===== src/logic/mem_pkg.sv =====
package mem_pkg;

    // **************************************************
    // sizes and timing
    // **************************************************

    localparam int WORD_SIZE   = 16;
    localparam int QWORD_SIZE  = 64;
    localparam int MEM_QWORDS  = 256;
    localparam int MEM_LATENCY = 4;                    // accept edge to ack cycle.
    localparam int QADDR_SIZE  = $clog2(MEM_QWORDS);   // index bits of the quad-word array.
    localparam int COUNT_SIZE  = $clog2(MEM_LATENCY);

    // **************************************************
    // data and command types
    // **************************************************

    // word address bits [1:0] pick the lane inside words.
    typedef union packed {
        logic [QWORD_SIZE-1:0]   bits;
        logic [3:0][WORD_SIZE-1:0] words;
    } qword_t;

    typedef enum logic {
        size_word  = 1'b0,
        size_qword = 1'b1
    } access_size_e;

    typedef struct packed {
        logic                 read_inst;
        logic                 read_data;
        logic                 write_data;
        access_size_e         size;
        logic [WORD_SIZE-1:0] addr_inst;
        logic [WORD_SIZE-1:0] addr_data;
        qword_t               wdata;      // a word write takes its value from words[0].
    } cpu_req_t;

    typedef struct packed {
        logic                 read;
        logic                 write;
        access_size_e         size;
        logic [WORD_SIZE-1:0] addr;
        qword_t               wdata;
    } mem_cmd_t;

    typedef struct packed {
        logic   ready;
        logic   ack;        // one-cycle pulse, qdata valid with it.
        qword_t qdata;
    } mem_rsp_t;

endpackage


===== src/logic/request_latch.sv =====
`timescale 1ns/1ps

module request_latch
    import mem_pkg::*;
(
    input  logic                 clk,
    input  logic                 reset_n,
    input  logic                 inst_strobe,
    input  logic [WORD_SIZE-1:0] inst_addr,
    input  logic                 data_strobe,
    input  logic                 data_write,
    input  access_size_e         data_size,
    input  logic [WORD_SIZE-1:0] data_addr,
    input  qword_t               data_wdata,
    input  logic                 ack_inst,
    input  logic                 ack_data,
    output cpu_req_t             req
);

    logic                 inst_pending;
    logic                 data_rd_pending;
    logic                 data_wr_pending;
    logic                 inst_take;
    logic                 data_take;
    logic [WORD_SIZE-1:0] addr_inst_q;
    logic [WORD_SIZE-1:0] addr_data_q;
    access_size_e         size_q;
    qword_t               wdata_q;

    assign inst_take = inst_strobe & ~inst_pending;   // a strobe on a busy client is dropped.
    assign data_take = data_strobe & ~(data_rd_pending | data_wr_pending);

    always_ff @(posedge clk) begin
        if (!reset_n) begin
            inst_pending    <= 1'b0;
            data_rd_pending <= 1'b0;
            data_wr_pending <= 1'b0;
        end else begin
            if (inst_take) begin
                inst_pending <= 1'b1;
            end else if (ack_inst) begin
                inst_pending <= 1'b0;
            end
            if (data_take) begin
                data_rd_pending <= ~data_write;
                data_wr_pending <= data_write;
            end else if (ack_data) begin
                data_rd_pending <= 1'b0;
                data_wr_pending <= 1'b0;
            end
        end
    end

    always_ff @(posedge clk) begin
        if (inst_take) begin
            addr_inst_q <= inst_addr;
        end
        if (data_take) begin
            addr_data_q <= data_addr;
            size_q      <= data_size;
            wdata_q     <= data_wdata;
        end
    end

    always_comb begin
        req            = '0;
        req.read_inst  = inst_pending;
        req.read_data  = data_rd_pending;
        req.write_data = data_wr_pending;
        req.size       = size_q;
        req.addr_inst  = addr_inst_q;
        req.addr_data  = addr_data_q;
        req.wdata      = wdata_q;
    end

endmodule


===== config.mk =====
export PLATFORM = sky130hd
export DESIGN_NAME = request_latch
export DESIGN_NICKNAME = d
export VERILOG_FILES = /design/src/logic/mem_pkg.sv /design/src/logic/request_latch.sv
export SDC_FILE = /design/constraint.sdc
export NUM_CORES = 1
export LEC_CHECK = 0
export ABC_AREA = 1
export BUFFER_PORTS_ARGS = -buffer_cell sky130_fd_sc_hd__buf_2
export CAP_MARGIN = 30
export CORE_ASPECT_RATIO = 0.6
export CORE_UTILIZATION = 44
export CTS_CLUSTER_SIZE = 12
export DETAILED_ROUTE_END_ITERATION = 12
export PLACE_DENSITY = 0.94
export SYNTH_ARGS = -nofsm -noshare
export SYNTH_HDL_FRONTEND = slang
export SYNTH_SLANG_ARGS = --single-unit

===== constraint.sdc =====
create_clock -name clk -period 14.9 [get_ports clk]
set_clock_uncertainty 0.2 [all_clocks]
set_input_delay 1.49 -clock clk [delete_from_list [all_inputs] [get_ports clk]]
set_output_delay 1.49 -clock clk [all_outputs]
set_load 0.01 [all_outputs]

==> run summary <==
## Layout
* post-synthesis to final-layout area growth: 45.2%
* share of final-layout standard cells stronger than drive strength 1: 64.7%
* non-filler instance count after layout: 424
* count of fill cells added during filler insertion: 481
* Post-layout nets: 436
* final antenna diode count: 0

## STA
* portion of the clock cycle consumed by the worst path in the final layout: 18.9%
* Setup Total Neg Slack: 0 ps
* worst max-slew margin expressed relative to the limit: 34.4%
* Fmax achieved: 355 MHz
* Max Transition Viols Final: 0
* Final setup viols: 0
* worst-case hold slack: 295 ps
* setup repair after global routing missed its margin: false
* final critical path time including I/O delays and setup: 2810 ps
* Slew @ Worst Pin: 984 ps
* final count of hold timing violations: 0
* worst setup slack after layout: 12090 ps

## Die
* standard-cell rows: 23
* starting utilization of the core area: 45.8%
* Core Region: 6730 µm²
* Die H: 66.8 µm
* I/O pins: 204
* die width: 110 µm
* total die area: 7360 µm²

## Power
* proportion of power drawn by the clock network: 36.1%
* fraction of power consumed by combinational cells: 8.3%
* overall power of the completed layout: 0.000606 W
* maximum ir drop on the vdd rail: 0.0939 mV
* cell internal pwr: 0.000483 W
* total power divided by cell area: 135 nW/µm²
* leakage power summed over all cells: 1.95 nW
* relative contribution of sequential cells to total power: 55.6%
* Net Sw Frac: 20.3%
* NetSw: 0.000123 W

## Logic synthesis
* most used flip-flop cell after synthesis: sky130_fd_sc_hd__edfxtp_1
* distinct cell type count after synthesis: 11
* library cell with the highest instance count after synthesis: sky130_fd_sc_hd__edfxtp_1
* share of async-settable or async-resettable flops after synthesis: 0%
* number of nets produced by synthesis: 225
* top post-synthesis cells by count: 97 x sky130_fd_sc_hd__edfxtp_1, 6 x sky130_fd_sc_hd__inv_1, 4 x sky130_fd_sc_hd__buf_4
* sequential-to-total area share from yosys stat: 96.4%
* number of flops mapped to enable cells by yosys: 97
* area leader, netlist: sky130_fd_sc_hd__edfxtp_1
* top area cells in the synthesized netlist: sky130_fd_sc_hd__edfxtp_1 94%, sky130_fd_sc_hd__dfxtp_1 1.9%, sky130_fd_sc_hd__buf_4 0.97%, sky130_fd_sc_hd__inv_1 0.73%, sky130_fd_sc_hd__nand2_1 0.37%
* gate count after technology mapping: 121
* mean post-synth cell area: 25.5 µm²
* netlist area before placement: 3080 µm²
* count of state elements after synthesis: 100
* top cell type's share of synthesized area: 94.5%
* warnings from Yosys: 0

## Worst setup path
* Worst Setup Path Type: input pin to flip-flop
* critical path required time: 14650 ps
* data arrival time of the critical path: 2560 ps
* r2r startpoint: data_wr_pending
* endpoint of the lowest-slack register-to-register path: wdata_q[11]
* Register-to-Register Path Depth: 2
* startpoint type of the worst setup path: input pin
* reg2reg setup slack: 12970 ps
* biggest fanout along the worst timing path: 81
* CP Capture Type: flip-flop

## Global route
* GR Layer Usage met3: 8.41%
* most congested layer reported by global routing: met2
* initial antenna violation count: 0
* largest net degree at the start of global routing: 82
* GR Util met2: 28.1%
* vias in the first global route: 1760
* met1 Usage GRT: 19.8%
* gr ovfl total: 0
* Global Route Usage Sum: 17.2%
* wire length of the first global-routing pass: 8790 µm

## Placed design
* worst setup timing slack at the placement stage: 11740 ps
* placer's final routability congestion estimate: 0.694
* dpl hpwl: 4880 µm
* IO Port Bufs: 203
* number of placed instances with taps included: 408

## Worst hold path
* hold wc startpoint: inst_pending
* Min-Delay Endpoint: inst_pending
* type of the most critical hold path: flip-flop to flip-flop
* Hold Path Cell Cnt: 2

## Detailed routing
* number of antenna-violating nets in the routed design: 0
* via count normalized by instance count: 4.44
* total wire length after detailed routing: 6570 µm
* total number of vias: 1881
* number of search-and-repair iterations in the first detailed-routing pass: 4
* number of design rule violations left after detail routing: 0
* number of DRC markers after the initial detailed-route iteration: 89
* routed length per placed instance: 15.5 µm

## Clock network
* Resized cells post-CTS: 0
* Worst-Skew Late Latency: 320 ps
* TritonCTS clock tree: built
* post-CTS clock slew at the launch and capture registers of the worst setup and hold paths: 60 ps
* buffers inserted by post-CTS timing repair: 0
* Max H-tree Level: 3
* hold bufs inserted after CTS: 0
* maximum root-to-sink buffer count: 2
* Inserted Clock Buffers: 9
* Sink Count: 100
* Root Buffer: sky130_fd_sc_hd__clkbuf_16

## Flow run
* number of maximum-capacitance violations: 0

## Run status
* run status: complete, no violations

-- layout by cell type, fill, tap and decap left out --
master / count
sky130_fd_sc_hd__buf_4: 1
sky130_fd_sc_hd__dfxtp_1: 3
sky130_fd_sc_hd__clkbuf_16: 9
sky130_fd_sc_hd__a21oi_2: 1
sky130_fd_sc_hd__nand3_1: 2
sky130_fd_sc_hd__clkbuf_1: 2
sky130_fd_sc_hd__nor2_1: 1
sky130_fd_sc_hd__bufinv_16: 1
sky130_fd_sc_hd__nand2_1: 3
sky130_fd_sc_hd__edfxtp_1: 97
sky130_fd_sc_hd__clkinv_1: 2
sky130_fd_sc_hd__or2_1: 1
sky130_fd_sc_hd__buf_2: 203
sky130_fd_sc_hd__clkinvlp_4: 2
sky130_fd_sc_hd__nor3b_2: 1
sky130_fd_sc_hd__inv_1: 6
sky130_fd_sc_hd__a21oi_1: 2
-- worst max-delay path, cell delays in order --
cell	delay (ps)
sky130_fd_sc_hd__buf_2	100
sky130_fd_sc_hd__nor3b_2	150
sky130_fd_sc_hd__buf_4	760
-- how the worst max path moves through the flow --
stage / cells past startpoint / slack [ps] / endpoint / start
finish: 3 / 12090 / wdata_q[11] / data_strobe
global route: 3 / 12010 / wdata_q[30] / data_strobe
CTS: 3 / 12090 / wdata_q[45] / data_strobe
detailed placement: 3 / 11740 / wdata_q[45] / data_strobe
global placement: 3 / 11800 / wdata_q[11] / data_strobe
floorplan: 1 / 6740 / addr_data_q[0] / data_strobe
-- per-stage QoR --
stage	area [µm²]	util, %
final	4480	66.5
after global routing	4480	66.5
after CTS	4480	66.5
after detailed placement	4190	62.2
after global placement	4190	62.2
after floorplan	3080	-
-- sequential cells by signal (all words and copies together) (netlist names) --
| register | cells |
|---|---|
| wdata_q | 64 |
| addr_data_q | 16 |
| addr_inst_q | 16 |
| data_rd_pending | 1 |
| data_wr_pending | 1 |
| inst_pending | 1 |
| size_q | 1 |
-- cell type report --
cell class                 instances  area, µm²  area share, %
clock buffer                      11        233           5.20
clock inverter                     5       52.6           1.17
tap                               87        109           2.43
multi-input combinational         11       62.6           1.40
timing repair buffer             204       1020           22.9
inverter                           6       22.5          0.503
sequential                       100       2970           66.4
-- cell families after synthesis --
logic type | share of synthesized area [%]
buffers and inverters | 1.70
flip-flops | 96.4
AND/OR/NAND/NOR | 1.26
AO/OA/AOI/OAI | 0.609
-- per-layer routing --
| layer | share of wire (%) | vias up | wire length [µm] |
|---|---|---|---|
| li1 | - | 886 | - |
| met1 | 37 | 881 | 2450 |
| met2 | 49 | 109 | 3240 |
| met3 | 13 | 5 | 829 |
| met4 | 0.73 | 0 | 48 |
| met5 | 0 | - | 0 |
-- power groups by stage --
stage          Clock, W  Combinational, W  Sequential, W
2_1_floorplan         0        0.00000880       0.000355
3_3_place_gp          0         0.0000494       0.000342
3_5_place_dp          0         0.0000512       0.000343
4_1_cts        0.000224         0.0000512       0.000337
5_1_grt        0.000235         0.0000549       0.000339
6_report       0.000219         0.0000504       0.000337
No activity file was read; power rests on OpenSTA's default activity.
