### config.mk
export PLATFORM = sky130hd
export DESIGN_NAME = memory_io
export DESIGN_NICKNAME = d
export VERILOG_FILES = /design/src/logic/mem_pkg.sv /design/src/logic/memory_io.sv
export SDC_FILE = /design/constraint.sdc
export NUM_CORES = 1
export LEC_CHECK = 0
export BUFFER_PORTS_ARGS = -buffer_cell sky130_fd_sc_hd__buf_2
export CORE_AREA = 5 5 204 206
export CTS_CLUSTER_DIAMETER = 200
export CTS_CLUSTER_SIZE = 8
export DETAILED_ROUTE_END_ITERATION = 8
export DIE_AREA = 0 0 209 211
export PLACE_DENSITY = 0.49
export SLEW_MARGIN = 40
export SYNTH_ARGS = -nofsm -noshare
export SYNTH_HDL_FRONTEND = slang
export SYNTH_SLANG_ARGS = --single-unit
### constraint.sdc
create_clock -name clk -period 3.35 [get_ports clk]
set_clock_uncertainty 0.1 [all_clocks]
set_input_delay 0.1675 -clock clk [delete_from_list [all_inputs] [get_ports clk]]
set_output_delay 0.1675 -clock clk [all_outputs]
set_load 0.1 [all_outputs]
### src/logic/mem_pkg.sv
package mem_pkg;

    // **************************************************
    // sizes and timing
    // **************************************************

    localparam int WORD_SIZE   = 16;
    localparam int QWORD_SIZE  = 64;
    localparam int MEM_QWORDS  = 256;
    localparam int MEM_LATENCY = 4;                    // accept edge to ack cycle.
    localparam int QADDR_SIZE  = $clog2(MEM_QWORDS);   // index bits of the quad-word array.
    localparam int COUNT_SIZE  = $clog2(MEM_LATENCY);

    // **************************************************
    // data and command types
    // **************************************************

    // word address bits [1:0] pick the lane inside words.
    typedef union packed {
        logic [QWORD_SIZE-1:0]   bits;
        logic [3:0][WORD_SIZE-1:0] words;
    } qword_t;

    typedef enum logic {
        size_word  = 1'b0,
        size_qword = 1'b1
    } access_size_e;

    typedef struct packed {
        logic                 read_inst;
        logic                 read_data;
        logic                 write_data;
        access_size_e         size;
        logic [WORD_SIZE-1:0] addr_inst;
        logic [WORD_SIZE-1:0] addr_data;
        qword_t               wdata;      // a word write takes its value from words[0].
    } cpu_req_t;

    typedef struct packed {
        logic                 read;
        logic                 write;
        access_size_e         size;
        logic [WORD_SIZE-1:0] addr;
        qword_t               wdata;
    } mem_cmd_t;

    typedef struct packed {
        logic   ready;
        logic   ack;        // one-cycle pulse, qdata valid with it.
        qword_t qdata;
    } mem_rsp_t;

endpackage

### src/logic/memory_io.sv
`timescale 1ns/1ps

module memory_io
    import mem_pkg::*;
(
    input  logic     clk,
    input  logic     reset_n,
    input  cpu_req_t req,
    input  logic     is_granted,
    input  mem_rsp_t rsp1,
    input  mem_rsp_t rsp2,
    output mem_cmd_t cmd1,
    output mem_cmd_t cmd2,
    output qword_t   res_inst,
    output qword_t   res_data,
    output logic     ack_inst,
    output logic     ack_data
);

    logic                 p1_read;
    logic                 p2_read;
    logic                 p2_write;
    logic [WORD_SIZE-1:0] p1_addr;
    logic [WORD_SIZE-1:0] p2_addr;
    access_size_e         p2_size;
    qword_t               p2_wdata;

    logic m1_data;      // high when the data client owns port 1.
    logic m2_data;      // high when the data client owns port 2.
    logic inst_busy;
    logic data_busy;

    logic m1_free;
    logic m2_free;
    logic inst_want;
    logic data_want;
    logic issue_inst_p1;
    logic issue_inst_p2;
    logic issue_data_p1;
    logic issue_data_p2;
    logic inst_on_p1;
    logic data_on_p1;

    // **************************************************
    // routing
    // **************************************************

    // a port is free only once its previous command has been cleared.
    assign m1_free = rsp1.ready & ~p1_read;
    assign m2_free = rsp2.ready & is_granted & ~p2_read & ~p2_write;

    assign inst_want = req.read_inst & ~inst_busy;
    assign data_want = (req.read_data | req.write_data) & ~data_busy;

    // data has first claim on port 2 and writes never leave it.
    assign issue_data_p2 = data_want & m2_free;
    assign issue_data_p1 = data_want & req.read_data & ~m2_free & m1_free & ~req.read_inst;
    assign issue_inst_p1 = inst_want & m1_free;
    assign issue_inst_p2 = inst_want & ~m1_free & m2_free & ~req.read_data & ~issue_data_p2;

    always_ff @(posedge clk) begin
        if (!reset_n) begin
            p1_read   <= 1'b0;
            p2_read   <= 1'b0;
            p2_write  <= 1'b0;
            m1_data   <= 1'b0;
            m2_data   <= 1'b1;
            inst_busy <= 1'b0;
            data_busy <= 1'b0;
        end else begin
            if (rsp1.ack) begin
                p1_read <= 1'b0;
            end
            if (rsp2.ack) begin
                p2_read  <= 1'b0;
                p2_write <= 1'b0;
            end
            if (issue_inst_p1 | issue_data_p1) begin
                p1_read <= 1'b1;
                m1_data <= issue_data_p1;
            end
            if (issue_inst_p2 | issue_data_p2) begin
                p2_read  <= issue_inst_p2 | (issue_data_p2 & req.read_data);
                p2_write <= issue_data_p2 & req.write_data;
                m2_data  <= issue_data_p2;
            end
            if (ack_inst) begin
                inst_busy <= 1'b0;
            end else if (issue_inst_p1 | issue_inst_p2) begin
                inst_busy <= 1'b1;
            end
            if (ack_data) begin
                data_busy <= 1'b0;
            end else if (issue_data_p1 | issue_data_p2) begin
                data_busy <= 1'b1;
            end
        end
    end

    always_ff @(posedge clk) begin
        if (issue_inst_p1 | issue_data_p1) begin
            p1_addr <= issue_data_p1 ? req.addr_data : req.addr_inst;
        end
        if (issue_inst_p2 | issue_data_p2) begin
            p2_addr <= issue_data_p2 ? req.addr_data : req.addr_inst;
        end
        if (issue_data_p2) begin
            p2_size  <= req.size;
            p2_wdata <= req.wdata;
        end
    end

    always_comb begin
        cmd1       = '0;
        cmd1.read  = p1_read;
        cmd1.addr  = p1_addr;
        cmd2       = '0;
        cmd2.read  = p2_read;
        cmd2.write = p2_write;
        cmd2.size  = p2_size;
        cmd2.addr  = p2_addr;
        cmd2.wdata = p2_wdata;
    end

    // **************************************************
    // result steering
    // **************************************************

    assign inst_on_p1 = rsp1.ack & ~m1_data;
    assign data_on_p1 = rsp1.ack & m1_data;

    assign ack_inst = inst_on_p1 | (rsp2.ack & ~m2_data);
    assign ack_data = data_on_p1 | (rsp2.ack & m2_data);
    assign res_inst = inst_on_p1 ? rsp1.qdata : rsp2.qdata;
    assign res_data = data_on_p1 ? rsp1.qdata : rsp2.qdata;

endmodule

==> flow_metrics.tcl <==
set metrics [dict create \
    post_drt_wl_per_cell_um 16.55 \
    crit_path_end_kind "output port" \
    area_growth_pct 61.06 \
    hp-start "req[94]" \
    syn_avg_cell_area_sq_um 15.08 \
    portBuffers 464 \
    cts_tree "built" \
    die-area_sq_um 44100 \
    worst_slew_pin_slew_ps 619.8 \
    ios 531 \
    drv_cap 0 \
    drt_iter0_drc 99 \
    slew_viol_final 0 \
    hold_depth 2 \
    ys_seq_elements 104 \
    die_w_um 209 \
    cts-resized-gates 0 \
    max-slew-margin-rel_pct 58.12 \
    insertion_delay_ps 340 \
    timing.rr.end "p2_wdata[20]$_DFFE_PP_" \
    finalHoldViolations 0 \
    crit_type "reg2out" \
    pre_cts_slack_ps 952.8 \
    grt_start_max_net_pins 67 \
    tns_ps 0 \
    synth_cell_types 35 \
    postCtsSetupRepairBufs 0 \
    status "complete, no violations" \
    coreArea_sq_um 39460 \
    r2r_setup_slack_ps 1060 \
    cts_made_buffers 9 \
    post-dp-hpwl_um 19870 \
    fp-row-count 73 \
    netlist_instances 388 \
    drc_errors 0 \
    gp_congestion 0.8337 \
    whs_endpoint "p2_addr[14]$_DFFE_PP_" \
    fp.dieH_um 211 \
    worst_slack_ps 967.8 \
    hold_class "in2reg" \
    min_period_over_period_pct 71.11 \
    viasPerCell 3.491 \
    vias 5044 \
    grt_pass1_wl_um 33640 \
    finalPower_w 0.004782 \
    grt_overflow 0 \
    antenna_found_initial 8 \
    rsz0062_at_grt "false" \
    track_usage_pct 10.03 \
    cts-hold-fix-buffers 66 \
    routed_wl_um 23910 \
    layout-drive-gt1-share_pct 70.81 \
    powerDensity_nw_per_um2 507.5 \
    htreeDepth 3 \
    timing.rr.start "p2_read$_SDFFE_PN0P_" \
    ant_nets 0 \
    finalSetupViolations 0 \
    clk_path_buf_depth 2 \
    cts-root-buf "clkbuf_16" \
    reg2reg_depth 3 \
    p_leak_nw 4.266 \
    crit_required_ps 3080 \
    finalCriticalPeriod_ps 2382 \
    cp.arrival_ps 2110 \
    cts.sinks 104 \
    ys_warn_count 0 \
    worstPathMaxFanout 39 \
    clk_pin_slew_ps 70 \
    grt_pass1_vias 5502 \
    final_nets 1148 \
    ir_drop_mv 0.2291 \
    fmax_mhz 419.8 \
    cp-start-kind "flop" \
    ys_seq_area_share_pct 52.18 \
    dr.pass1.iters 3 \
    syn-cell-area_sq_um 5851 \
    initial_utilization_pct 14.83 \
]
cells in the mapped netlist, drive strengths merged:
cell,number,area share [%]
and3,2,0.30
a21oi,1,0.085
mux2,160,32
buf,88,11
o21bai,1,0.32
o221ai,1,0.15
nor3b,2,0.26
o21ai,1,0.085
o31a,2,0.30
nor2b,5,0.53
nand4bb,1,0.19
nor4b,1,0.15
nor2,1,0.34
edfxtp,97,50
conb,1,0.064
o211a,1,0.17
nor4bb,1,0.17
or2b,1,0.13
or3b,1,0.19
nor3,1,0.085
inv,2,0.13
o31ai,1,0.13
o311a,1,0.17
dfxtp,7,2.4
and2b,1,0.13
o21a,2,0.26
or2,1,0.11
a211oi,1,0.13
nand2,3,0.19
cell families after synthesis:
kind of cell | share of synthesized area, %
muxes | 31.82
DFF | 52.18
buffers and inverters | 11.36
and+or+nand+nor | 2.780
AOI/OAI and AO/OA | 1.796
other | 0.06410
routing by layer:
metal | track usage, % | wire length [um]
met1 | 10.22 | 8349
met3 | 3.267 | 2183
met2 | 19.37 | 13100
met4 | 3.128 | 275
met5 | 0 | 7
flip-flops by register name (all words and copies together) (netlist names):
name,cells
data_busy,1
inst_busy,1
m1_data,1
m2_data,1
p1_addr,16
p1_read,1
p2_addr,16
p2_read,1
p2_size,1
p2_wdata,64
p2_write,1
cell type report:
class | instances | area, sq um
Inverter | 2 | 7.507
Multi-Input combinational cell | 259 | 2401
Timing Repair Buffer | 537 | 3035
Clock inverter | 6 | 35.03
Fill cell | 4251 | 30040
Sequential cell | 104 | 3053
Antenna cell | 2 | 5.005
Tap cell | 525 | 656.9
Clock buffer | 10 | 229.0
how the worst max path moves through the flow:
stage                              start  cells after the start                      to  slack (ps)
floorplan           p2_read$_SDFFE_PN0P_                      5   p2_addr[10]$_DFFE_PP_        1370
global placement    p2_read$_SDFFE_PN0P_                      3    p1_addr[0]$_DFFE_PP_         990
detailed placement  p2_read$_SDFFE_PN0P_                      3    p1_addr[4]$_DFFE_PP_         950
CTS                 m1_data$_SDFFE_PN0P_                      4            res_inst[37]         880
global route        p2_read$_SDFFE_PN0P_                      3  p2_wdata[20]$_DFFE_PP_         840
finish              m1_data$_SDFFE_PN0P_                      4            res_inst[37]         970
power by group:
group          internal (W)  switching [W]
Clock              0.000501       0.000452
Combinational      0.000420        0.00189
Sequential          0.00150      0.0000193
critical path: stages, from the launching register on:
cell,delay (ps)
dfxtp_1,390
nor2b_4,140
buf_4,430
mux2_2,440
buf_2,300
cells in the final DEF (no fill, tap or decap), drive strengths merged, types with 2 or more instances in the layout:
| cell type | n |
|---|---|
| clkbuf | 10 |
| clkinv | 5 |
| dlygate4sd3 | 66 |
| o31a | 2 |
| dfxtp | 7 |
| inv | 3 |
| nor3b | 2 |
| and3 | 2 |
| edfxtp | 97 |
| o21a | 2 |
| nor2b | 5 |
| conb | 66 |
| nand2 | 3 |
| mux2 | 160 |
| diode | 2 |
| buf | 471 |
through the flow:
step | hold slack, ps | cells | utilization (%) | area [sq um]
floorplan | 146.1 | 453 | - | 6095
global placement | 244.9 | 1361 | 21.50 | 8484
detailed placement | 245.9 | 1361 | 21.52 | 8493
CTS | 7.557 | 1443 | 23.87 | 9418
global route | 19.59 | 1445 | 23.88 | 9423
finish | 35.23 | 1445 | 23.88 | 9423
Power figures use the tool's default switching activity.
